--- config.mk ---
export PLATFORM = sky130hd
export DESIGN_NAME = ddr_io_datapath
export DESIGN_NICKNAME = d
export VERILOG_FILES = /design/src/rtl/mem_geom_pkg.sv /design/src/rtl/afi_pkg.sv /design/src/rtl/ddr_io_datapath.sv /design/src/rtl/read_valid_gather.sv /design/src/rtl/read_latency_line.sv /design/src/rtl/write_group_slicer.sv /design/src/rtl/c2p_stage.sv
export SDC_FILE = /design/constraint.sdc
export NUM_CORES = 1
export LEC_CHECK = 0
export ABC_CLOCK_PERIOD_IN_PS = 5280
export BUFFER_PORTS_ARGS = -buffer_cell sky130_fd_sc_hd__clkbuf_2
export CORE_MARGIN = 2
export CORE_UTILIZATION = 55
export DETAILED_ROUTE_END_ITERATION = 16
export GPL_ROUTABILITY_DRIVEN = 0
export PLACE_DENSITY = 0.83
export SYNTH_ARGS = -nofsm -noshare
export SYNTH_HDL_FRONTEND = slang
export SYNTH_SLANG_ARGS = --single-unit
export TNS_END_PERCENT = 30
--- constraint.sdc ---
create_clock -name pll_afi_clk -period 5.28 [get_ports pll_afi_clk]
set_clock_uncertainty 0.15 [all_clocks]
set_input_delay 0.528 -clock pll_afi_clk [delete_from_list [all_inputs] [get_ports pll_afi_clk]]
set_output_delay 0.528 -clock pll_afi_clk [all_outputs]
set_load 0.05 [all_outputs]
--- src/rtl/mem_geom_pkg.sv ---
// Memory-side geometry of the DDR I/O datapath
// Group counts, per-group widths and the per-group slot types at the pad side

package mem_geom_pkg;

	// Number of DQS groups on the interface
	localparam int NUM_GROUPS = 2;

	// DQ and DM bits carried by one DQS group
	localparam int GROUP_DQ_WIDTH = 8;
	localparam int GROUP_DM_WIDTH = 1;

	// Total DQ pins across all groups
	localparam int MEM_DQ_WIDTH = NUM_GROUPS * GROUP_DQ_WIDTH;

	// Four time slots of one group's write data, slot 0 in the low byte
	typedef logic [3:0][GROUP_DQ_WIDTH-1:0] group_slots_t;

	// Four time slots of one group's write mask
	typedef logic [3:0][GROUP_DM_WIDTH-1:0] group_mask_t;

endpackage
--- src/rtl/afi_pkg.sv ---
// AFI-side definitions of the DDR I/O datapath
// Rate ratio, slot count and the bus types seen by the controller side

package afi_pkg;

	import mem_geom_pkg::*;

	// Half-rate interface, two memory clocks per AFI clock
	localparam int RATE_RATIO = 2;

	// Two data beats per memory clock
	localparam int NUM_SLOTS = 2 * RATE_RATIO;

	// Write data for all groups in one AFI cycle, slot-major then group
	typedef logic [NUM_SLOTS*MEM_DQ_WIDTH-1:0] afi_data_t;

	// Write mask, same ordering as the data
	typedef logic [NUM_SLOTS*NUM_GROUPS*GROUP_DM_WIDTH-1:0] afi_mask_t;

	// One bit per group per half-cycle phase
	// Used for write enable, strobe enable and OCT enable
	typedef logic [RATE_RATIO*NUM_GROUPS-1:0] afi_group_en_t;

	// Read latency set by the sequencer, 0 to 31 AFI cycles
	typedef logic [4:0] read_lat_t;

endpackage

--- src/rtl/ddr_io_datapath.sv ---
// DDR I/O datapath top level
// Write side registers and regroups the AFI write bus per DQS group, read
// side times the read-data valid against the sequencer's read latency

`timescale 1ns/10ps

module ddr_io_datapath
	import mem_geom_pkg::*;
	import afi_pkg::*;
#(
	parameter bit REGISTER_C2P      = 1'b1,
	parameter int EXTRA_VFIFO_SHIFT = 1
) (
	input  logic                                 pll_afi_clk,
	input  logic                                 reset_n_afi_clk,

	input  afi_data_t                            phy_ddio_dq,
	input  afi_mask_t                            phy_ddio_wrdata_mask,
	input  afi_group_en_t                        phy_ddio_wrdata_en,
	input  afi_group_en_t                        phy_ddio_dqs_en,
	input  afi_group_en_t                        phy_ddio_oct_ena,

	output group_slots_t [NUM_GROUPS-1:0]        phy_mem_dq_slots,
	output group_mask_t  [NUM_GROUPS-1:0]        phy_mem_dm_slots,
	output logic [NUM_GROUPS-1:0][RATE_RATIO-1:0] phy_mem_oe,
	output logic [NUM_GROUPS-1:0][RATE_RATIO-1:0] phy_mem_dqs_en,
	output logic [NUM_GROUPS-1:0][RATE_RATIO-1:0] phy_mem_oct_en,

	input  logic                                 afi_rdata_en_full,
	input  read_lat_t                            seq_read_latency_counter,
	input  logic [NUM_GROUPS-1:0]                seq_read_increment_vfifo_fr,
	input  logic                                 seq_read_fifo_reset,
	output logic [RATE_RATIO-1:0]                afi_rdata_valid
);

	afi_data_t              dq_periph;
	afi_mask_t              dm_periph;
	// Index 0 write enable, 1 strobe enable, 2 OCT enable
	afi_group_en_t [2:0]    en_periph;
	logic                   shifted_en;
	logic [NUM_GROUPS-1:0]  group_valid;

	c2p_stage #(
		.REGISTER_C2P (REGISTER_C2P),
		.payload_t    (afi_data_t)
	) u_c2p_dq (
		.pll_afi_clk     (pll_afi_clk),
		.reset_n_afi_clk (reset_n_afi_clk),
		.d               (phy_ddio_dq),
		.q               (dq_periph)
	);

	c2p_stage #(
		.REGISTER_C2P (REGISTER_C2P),
		.payload_t    (afi_mask_t)
	) u_c2p_dm (
		.pll_afi_clk     (pll_afi_clk),
		.reset_n_afi_clk (reset_n_afi_clk),
		.d               (phy_ddio_wrdata_mask),
		.q               (dm_periph)
	);

	// The three enable buses cross together as one payload
	c2p_stage #(
		.REGISTER_C2P (REGISTER_C2P),
		.payload_t    (afi_group_en_t [2:0])
	) u_c2p_en (
		.pll_afi_clk     (pll_afi_clk),
		.reset_n_afi_clk (reset_n_afi_clk),
		.d               ({phy_ddio_oct_ena, phy_ddio_dqs_en, phy_ddio_wrdata_en}),
		.q               (en_periph)
	);

	write_group_slicer u_slicer (
		.pll_afi_clk     (pll_afi_clk),
		.reset_n_afi_clk (reset_n_afi_clk),
		.afi_dq          (dq_periph),
		.afi_dm          (dm_periph),
		.afi_wr_en       (en_periph[0]),
		.afi_dqs_en      (en_periph[1]),
		.afi_oct_en      (en_periph[2]),
		.mem_dq_slots    (phy_mem_dq_slots),
		.mem_dm_slots    (phy_mem_dm_slots),
		.mem_oe          (phy_mem_oe),
		.mem_dqs_en      (phy_mem_dqs_en),
		.mem_oct_en      (phy_mem_oct_en)
	);

	read_valid_gather #(
		.EXTRA_VFIFO_SHIFT (EXTRA_VFIFO_SHIFT)
	) u_gather (
		.pll_afi_clk       (pll_afi_clk),
		.reset_n_afi_clk   (reset_n_afi_clk),
		.afi_rdata_en_full (afi_rdata_en_full),
		.group_valid       (group_valid),
		.shifted_en        (shifted_en),
		.afi_rdata_valid   (afi_rdata_valid)
	);

	// One latency line per DQS group, each with its own skew strobe
	generate
		for (genvar g = 0; g < NUM_GROUPS; g++) begin : g_group
			read_latency_line u_line (
				.pll_afi_clk     (pll_afi_clk),
				.reset_n_afi_clk (reset_n_afi_clk),
				.rdata_en        (shifted_en),
				.read_latency    (seq_read_latency_counter),
				.inc_skew        (seq_read_increment_vfifo_fr[g]),
				.fifo_reset      (seq_read_fifo_reset),
				.rdata_valid     (group_valid[g])
			);
		end
	endgenerate

endmodule

--- src/rtl/read_valid_gather.sv ---
// Read valid gather
// Adds the extra VFIFO shift to the full read enable and reports AFI read
// valid only once every DQS group has flagged its data as valid

`timescale 1ns/10ps

module read_valid_gather
	import mem_geom_pkg::*;
	import afi_pkg::*;
#(
	parameter int EXTRA_VFIFO_SHIFT = 1
) (
	input  logic                  pll_afi_clk,
	input  logic                  reset_n_afi_clk,
	input  logic                  afi_rdata_en_full,
	input  logic [NUM_GROUPS-1:0] group_valid,
	output logic                  shifted_en,
	output logic [RATE_RATIO-1:0] afi_rdata_valid
);

	generate
		if (EXTRA_VFIFO_SHIFT > 0) begin : g_shift
			logic [EXTRA_VFIFO_SHIFT-1:0] shift_q;

			always_ff @(posedge pll_afi_clk or negedge reset_n_afi_clk) begin
				if (!reset_n_afi_clk) begin
					shift_q <= '0;
				end else begin
					shift_q[0] <= afi_rdata_en_full;
					for (int i = 1; i < EXTRA_VFIFO_SHIFT; i++) begin
						shift_q[i] <= shift_q[i-1];
					end
				end
			end

			assign shifted_en = shift_q[EXTRA_VFIFO_SHIFT-1];
		end else begin : g_no_shift
			assign shifted_en = afi_rdata_en_full;
		end
	endgenerate

	// All groups must agree, otherwise the beat is not yet valid
	// Both half-rate phases report the same valid
	always_ff @(posedge pll_afi_clk or negedge reset_n_afi_clk) begin
		if (!reset_n_afi_clk) begin
			afi_rdata_valid <= '0;
		end else begin
			afi_rdata_valid <= {RATE_RATIO{&group_valid}};
		end
	end

	a_valid_known: assert property (
		@(posedge pll_afi_clk) disable iff (!reset_n_afi_clk)
		!$isunknown(afi_rdata_valid)
	) else $error("afi_rdata_valid has unknown bits");

endmodule

--- src/rtl/read_latency_line.sv ---
// Read latency line of one DQS group
// Delays the shifted read enable by the sequencer's read latency plus a
// per-group skew cycle, and flags read data as valid at the tap

`timescale 1ns/10ps

module read_latency_line
	import afi_pkg::*;
(
	input  logic      pll_afi_clk,
	input  logic      reset_n_afi_clk,
	input  logic      rdata_en,
	input  read_lat_t read_latency,
	input  logic      inc_skew,
	input  logic      fifo_reset,
	output logic      rdata_valid
);

	// Deep enough for the largest latency plus one skew cycle
	localparam int LINE_DEPTH = 33;

	logic [LINE_DEPTH-1:0] line_q;
	logic                  skew_q;
	logic [5:0]            tap;

	// Tap position, one wider than the latency so that 31 plus skew fits
	assign tap = {1'b0, read_latency} + {5'd0, skew_q};

	// Each increment strobe moves this group by one cycle
	// A second increment brings it back to the base latency
	always_ff @(posedge pll_afi_clk or negedge reset_n_afi_clk) begin
		if (!reset_n_afi_clk) begin
			skew_q <= 1'b0;
		end else if (fifo_reset) begin
			skew_q <= 1'b0;
		end else if (inc_skew) begin
			skew_q <= ~skew_q;
		end
	end

	// Stage k holds the enable delayed by k + 1 cycles
	always_ff @(posedge pll_afi_clk or negedge reset_n_afi_clk) begin
		if (!reset_n_afi_clk) begin
			line_q <= '0;
		end else if (fifo_reset) begin
			line_q <= '0;
		end else begin
			line_q[0] <= rdata_en;
			for (int k = 1; k < LINE_DEPTH; k++) begin
				line_q[k] <= line_q[k-1];
			end
		end
	end

	// Registered tap, which adds the final cycle of the group latency
	always_ff @(posedge pll_afi_clk or negedge reset_n_afi_clk) begin
		if (!reset_n_afi_clk) begin
			rdata_valid <= 1'b0;
		end else if (fifo_reset) begin
			rdata_valid <= 1'b0;
		end else begin
			rdata_valid <= line_q[tap];
		end
	end

	// A latency change with a read in flight would drop or duplicate its valid
	a_latency_stable_in_flight: assert property (
		@(posedge pll_afi_clk) disable iff (!reset_n_afi_clk)
		(|line_q) |-> $stable(read_latency)
	) else $error("read_latency changed while a read enable was in flight");

endmodule

--- src/rtl/write_group_slicer.sv ---
// Write group slicer
// Pulls each DQS group's data, mask and enable phases out of the slot-major
// AFI write buses and registers them at the pad boundary

`timescale 1ns/10ps

module write_group_slicer
	import mem_geom_pkg::*;
	import afi_pkg::*;
(
	input  logic                                 pll_afi_clk,
	input  logic                                 reset_n_afi_clk,
	input  afi_data_t                            afi_dq,
	input  afi_mask_t                            afi_dm,
	input  afi_group_en_t                        afi_wr_en,
	input  afi_group_en_t                        afi_dqs_en,
	input  afi_group_en_t                        afi_oct_en,
	output group_slots_t [NUM_GROUPS-1:0]        mem_dq_slots,
	output group_mask_t  [NUM_GROUPS-1:0]        mem_dm_slots,
	output logic [NUM_GROUPS-1:0][RATE_RATIO-1:0] mem_oe,
	output logic [NUM_GROUPS-1:0][RATE_RATIO-1:0] mem_dqs_en,
	output logic [NUM_GROUPS-1:0][RATE_RATIO-1:0] mem_oct_en
);

	group_slots_t [NUM_GROUPS-1:0]         dq_next;
	group_mask_t  [NUM_GROUPS-1:0]         dm_next;
	logic [NUM_GROUPS-1:0][RATE_RATIO-1:0] oe_next;
	logic [NUM_GROUPS-1:0][RATE_RATIO-1:0] dqs_en_next;
	logic [NUM_GROUPS-1:0][RATE_RATIO-1:0] oct_en_next;

	// The AFI buses are ordered by time slot and then by group, so for
	// two groups the fields run D1_T3, D0_T3, ... D1_T0, D0_T0 from the top
	always_comb begin
		for (int g = 0; g < NUM_GROUPS; g++) begin
			for (int t = 0; t < NUM_SLOTS; t++) begin
				dq_next[g][t] = afi_dq[(t*NUM_GROUPS+g)*GROUP_DQ_WIDTH +: GROUP_DQ_WIDTH];
				dm_next[g][t] = afi_dm[(t*NUM_GROUPS+g)*GROUP_DM_WIDTH +: GROUP_DM_WIDTH];
			end
		end
	end

	// Enables carry one bit per group for each half of the AFI cycle
	always_comb begin
		for (int g = 0; g < NUM_GROUPS; g++) begin
			for (int p = 0; p < RATE_RATIO; p++) begin
				oe_next[g][p]     = afi_wr_en[p*NUM_GROUPS+g];
				dqs_en_next[g][p] = afi_dqs_en[p*NUM_GROUPS+g];
				oct_en_next[g][p] = afi_oct_en[p*NUM_GROUPS+g];
			end
		end
	end

	// Pad-side output registers
	// Cleared at reset so that no strobe or output enable fires before training
	always_ff @(posedge pll_afi_clk or negedge reset_n_afi_clk) begin
		if (!reset_n_afi_clk) begin
			mem_dq_slots <= '0;
			mem_dm_slots <= '0;
			mem_oe       <= '0;
			mem_dqs_en   <= '0;
			mem_oct_en   <= '0;
		end else begin
			mem_dq_slots <= dq_next;
			mem_dm_slots <= dm_next;
			mem_oe       <= oe_next;
			mem_dqs_en   <= dqs_en_next;
			mem_oct_en   <= oct_en_next;
		end
	end

endmodule

--- src/rtl/c2p_stage.sv ---
// Core-to-periphery stage
// Optionally registers one payload on its way from the core into the I/O
// periphery, or passes it straight through when the stage is disabled

`timescale 1ns/10ps

module c2p_stage #(
	parameter bit REGISTER_C2P = 1'b1,
	parameter type payload_t = logic
) (
	input  logic     pll_afi_clk,
	input  logic     reset_n_afi_clk,
	input  payload_t d,
	output payload_t q
);

	generate
		if (REGISTER_C2P) begin : g_reg
			payload_t d_q;

			// One full AFI cycle of margin for the core-to-periphery crossing
			always_ff @(posedge pll_afi_clk or negedge reset_n_afi_clk) begin
				if (!reset_n_afi_clk) begin
					d_q <= '0;
				end else begin
					d_q <= d;
				end
			end

			assign q = d_q;
		end else begin : g_bypass
			// Core timing is good enough to drive the periphery directly
			assign q = d;
		end
	endgenerate

endmodule

Yosys cells after proc, flatten, opt, wreduce, memory -nomap -nowiden:

Cells that the tools add are included.

* register bits: 240
* latch bits: 0
* bits in writable memories: 0
* memory bits (read-only): 0
* bits of input ports: 95
* output and inout port bits: 86
* logic and storage cells: 56
* memories: 0

* add/subtract/negate cells: 2
* $mul: 0
* div/mod/pow operators: 0
* magnitude comparators: 2
* eq/ne operators: 0
* shift operators: 0
* muxes and demuxes: 12
* bitwise gates (word level): 2
* reductions and logical operators: 3

Operator list (number)
* two-way mux 33 bit: 2
* less-than comparator 6 x 7 -> 1 bit (second input constant): 2
* adder 5 x 1 -> 6 bit: 2
* binary-select mux 1 bit (select 6 bit): 2
* two-way mux 1 bit: 8
* nonzero test 2 bit: 2
* NOT 1 bit: 2
* AND reduction 2 bit: 1

Logic depth before layout (Yosys ltp):

* depth after elaboration: 4
* depth in mapped cells: 9
* mapped depth without buffers: 7

Modules after synthesis:

Synthesis repeated with hierarchy kept, for this count alone.

* cells, all modules: 420
* area total of the unflattened synthesis: 7589.8 sq um

By module, submodules not included
* write_group_slicer: times used 1, cells an instance 84, area an instance 2102.0 sq um, sequential area each 2102.0 sq um
* read_latency_line at g_group[0].u_line: times used 1, cells an instance 123, area an instance 1669.1 sq um, sequential area each 875.8 sq um
* read_latency_line at g_group[1].u_line: times used 1, cells an instance 125, area an instance 1652.8 sq um, sequential area each 875.8 sq um
* c2p_stage at u_c2p_dq: times used 1, cells an instance 64, area an instance 1601.5 sq um, sequential area each 1601.5 sq um
* c2p_stage at u_c2p_en: times used 1, cells an instance 12, area an instance 300.3 sq um, sequential area each 300.3 sq um
* c2p_stage at u_c2p_dm: times used 1, cells an instance 8, area an instance 200.2 sq um, sequential area each 200.2 sq um
* read_valid_gather: times used 1, cells an instance 4, area an instance 63.8 sq um, sequential area each 50.0 sq um

Worst setup path before layout:

Ideal clock, no wire load.

* path kind: input to register
* from: input seq_read_latency_counter[0]
* to: register g_group[0].u_line.rdata_valid
* library setup time: 0.126 ns
* data arrival time: 2.294 ns
* required time: 5.004 ns
* slack: 2.710 ns
* stages on the path: 6
* buffers on the path: 1
* path through: ha_1 -> buf_2 -> xor2_1 -> mux4_2 -> a22o_1 -> o311a_1

* cells in the longest elaborated chain, start to end: 4

Ends and longest elaborated chain
* start: declaration: line ddr_io_datapath.sv:30 `input read_lat_t seq_read_latency_counter,`
* adder 5 x 1 -> 6 bit: line read_latency_line.sv:27 `assign tap = {1'b0, read_latency} + {5'd0, skew_q};`
* binary-select mux 1 bit (select 6 bit): line read_latency_line.sv:62 `rdata_valid <= line_q[tap];`
* two-way mux 1 bit (implied by the code): line read_latency_line.sv:62
* two-way mux 1 bit: line read_latency_line.sv:59 `end else if (fifo_reset) begin`
* end signal: assignment: line read_latency_line.sv:62
* end: declaration: line read_latency_line.sv:16 `output logic rdata_valid`

No other way between the ends. The select of a mux whose other input is x is not followed.
A chain may end at the register's enable or synchronous reset.

Worst setup path in the final report:

* from: register g_group[1].u_line.skew_q
* to: register g_group[1].u_line.rdata_valid

* cells in the longest elaborated chain, start to end: 4

Ends and longest elaborated chain
* start: declaration: line read_latency_line.sv:23 `logic skew_q;`
* start signal: assignment: line read_latency_line.sv:37 `skew_q <= ~skew_q;`
* adder 5 x 1 -> 6 bit: line read_latency_line.sv:27
* binary-select mux 1 bit (select 6 bit): line read_latency_line.sv:62
* two-way mux 1 bit (implied by the code): line read_latency_line.sv:62
* two-way mux 1 bit: line read_latency_line.sv:59
* end signal: assignment: line read_latency_line.sv:62
* end: declaration: line read_latency_line.sv:16

No other way between the ends. The select of a mux whose other input is x is not followed.

==> impl_results.md <==
- Setup TNS: 0 ns
- DRT Wirelength: roughly 18000 µm
- Initial antenna violation count: 1
- First-pass GRT wire length: 26200 µm
- Per-cell routed wire length: around 23 µm
- DRC Markers: 0
- IO Port Bufs: 180
- Clk buf depth: 3
- Most frequent cells in the layout: dfrtp_1 (207), clkbuf_2 (179), dlygate4sd3_1 (48)
- Share of layout cells above drive strength 1: 0.356
- LEAKAGE: about 4.2 nW
- Die area: around 13000 µm²
- Post-route ant nets: 0
- Yosys reg bits: ~210
- Die H: between 100 and 150 µm
- TritonCTS Buffers: 20
- Post-Syn Area: 6490 µm²
- Clk sinks: 207
- Failing checks: hold timing
- I/O Pins: around 180
- Startpoint Class: flop
- Top FF cell, synth: dfrtp_1
- Total Power: 3.43 mW
- Yosys warns: 0
- Synth area leader: dfrtp_1
- Core area: 11500 µm²
- GRT Overall Usage: 0.273
- Final setup vio count: 0
- Outcome: complete, but fails checks
- Clk root buf: clkbuf_16
- FILL cells: 595
- Vias: 4282
- Min-delay worst type: in -> async
- Avg Cell Area, Syn: 16.7 µm²
- DRT iter0 DRCs: ~360
- Number of synthesized flops with an enable pin: 0
- Synth Net Count: 488
- Final Hold Violating Endpoints: 26
- Clock-pin slew on the worst setup and hold paths: 0.07 ns
- Setup slack, reg-to-reg: 2.28 ns
- Via density per instance: 5.48
- Commonest non-fill, non-tap cell in the layout: dfrtp_1
- Initial DRT Pass Iterations: 5
- Top cells by area, synth: dfrtp_1 (80%), nor2b_1 (3.2%), mux4_2 (2.8%)
- Worst vdd ir: around 0.00034 V
- Pwr per Cell Area: 397 nW/µm²
- Vias in the first global route: 4577
- Crit Path Class: reg -> reg
- Setup bufs post-CTS: 0
- Max Cap Viol: 0
- Hold_ws: -0.0396 ns
- Period utilization: 0.567
- Pins Over Slew Limit: 0
- Min Tclk post-route: roughly 3 ns
- RSZ-0062 raised after global routing: false
- FFs w/ async S/R, synth: 1.00
- Final layout net count: 724
- H-tree depth: 1
- Unique masters post-synth: 46
- CP max FO: 11
- Congestion Overflow GR: 0
- F_max: roughly 330 MHz
- Starting Density: 0.566
- Post-DP HPWL: 9370 µm
- CP endpoint kind: flop
- Post-synth top area share: 0.798
- Sequential fraction of the synthesis area: 0.798
- Post-cts resize count: 0
- Die width: about 110 µm
- CP required: 5.49 ns
- Worst-margin pin slew: 1.18 ns
- Largest net degree at the start of global routing: 111
- Worst skew pair latency: 0.49 ns
- Critical Path AT: 3.20 ns
- Area grow syn2layout: 32.9%
- Num rows: 39
- Relative max-transition margin: 0.211
- Syn Inst Count: 389
- CTS tree: done
[critical path: stages, from the launching register on]
cell	delay [ns]
dfrtp_1	0.45
ha_1	0.33
xnor2_1	0.95
mux4_2	0.60
mux2i_1	0.13
o21ai_0	0.08
nand4b_1	0.16
[report_power, final]
part	internal (mW)	total, mW	switching, mW
clock	0.782	1.39	0.611
sequential	1.65	1.69	0.0303
combinational	0.104	0.354	0.250
total	2.54	3.43	0.891
[synthesized netlist by cell type (2+ instances only)]
master	n
a21boi_0	2
xnor2_1	4
mux4_2	8
o2111ai_1	2
o211ai_1	2
nand3_1	5
inv_1	3
a21oi_1	7
nor3b_1	2
o22ai_1	2
nor2b_1	33
a221oi_1	2
mux2i_1	10
o21ai_0	9
buf_2	3
a31oi_1	3
or2_2	2
dfrtp_1	207
buf_4	2
a211oi_1	2
and2_1	3
nand2_1	12
clkbuf_1	11
nand2b_1	2
nor2_1	13
nand4_1	4
ha_1	4
xor2_1	5
mux2_2	4
nand3b_1	5
[registers in the layout, summed over array words and instances (netlist names), 8 cells and up]
signal,count
u_c2p_dm.q,8
u_slicer.mem_dm_slots,8
u_c2p_en.q,12
u_slicer.mem_dq_slots,64
g_group.u_line.line_q,33
u_c2p_dq.q,64
[final cells by class]
type | instances | area, µm² | area share
multi-input cells | 163 | 1230 | 0.143
clock buffers | 28 | 592 | 0.0686
repair buffers | 230 | 1410 | 0.163
inverters | 3 | 11.3 | 0.00130
clock inverters | 6 | 32.5 | 0.00377
flip-flops and latches | 207 | 5180 | 0.600
diodes | 1 | 2.50 | 0.000290
well taps | 143 | 179 | 0.0207
[final timing paths]
path                                          startpoint                            end  cells after the start
worst max-delay path            g_group[1].u_line.skew_q  g_group[1].u_line.rdata_valid                      6
worst min-delay path                     reset_n_afi_clk   g_group[0].u_line.line_q[19]                      1
worst max register to register  g_group[1].u_line.skew_q  g_group[1].u_line.rdata_valid                      6
worst min register to register             u_c2p_dq.q[2]       u_slicer.mem_dq_slots[2]                      0
max in group asynchronous                reset_n_afi_clk      u_slicer.mem_dq_slots[31]                      2
min in group pll_afi_clk                 phy_ddio_dq[51]                 u_c2p_dq.q[51]                      1
[cell families after synthesis]
| logic type | synth area share |
|---|---|
| AO/OA/AOI/OAI | 0.0430 |
| XOR/XNOR | 0.0121 |
| adder cells (fa/ha/maj) | 0.00771 |
| buffers and inverters | 0.0127 |
| flip-flops | 0.798 |
| multiplexers | 0.0501 |
| AND/OR/NAND/NOR | 0.0767 |
[repair_timing]
item | 4_1_cts | 5_1_grt
hold buffers | 32 | 16
setup endpoints to repair | 0 | 0
hold endpoints to repair | 32 | 16
[routing by layer]
metal | up-vias | part of all wire | global-route usage
met5 | - | 0 | 0
met4 | 0 | 0.032 | 0.0569
met3 | 55 | 0.081 | 0.0729
met2 | 261 | 0.54 | 0.483
met1 | 2188 | 0.35 | 0.344
li1 | 1778 | - | -
[per-stage QoR]
step	utilization	std cells	setup WS [ns]	instance area (µm²)
2_1_floorplan	-	389	2.71	6490
3_3_place_gp	0.656	698	2.23	7530
3_5_place_dp	0.656	698	2.13	7530
4_1_cts	0.739	764	2.34	8470
5_1_grt	0.753	781	2.08	8630
6_report	0.753	781	2.28	8630
Power figures use the tool's default switching activity.
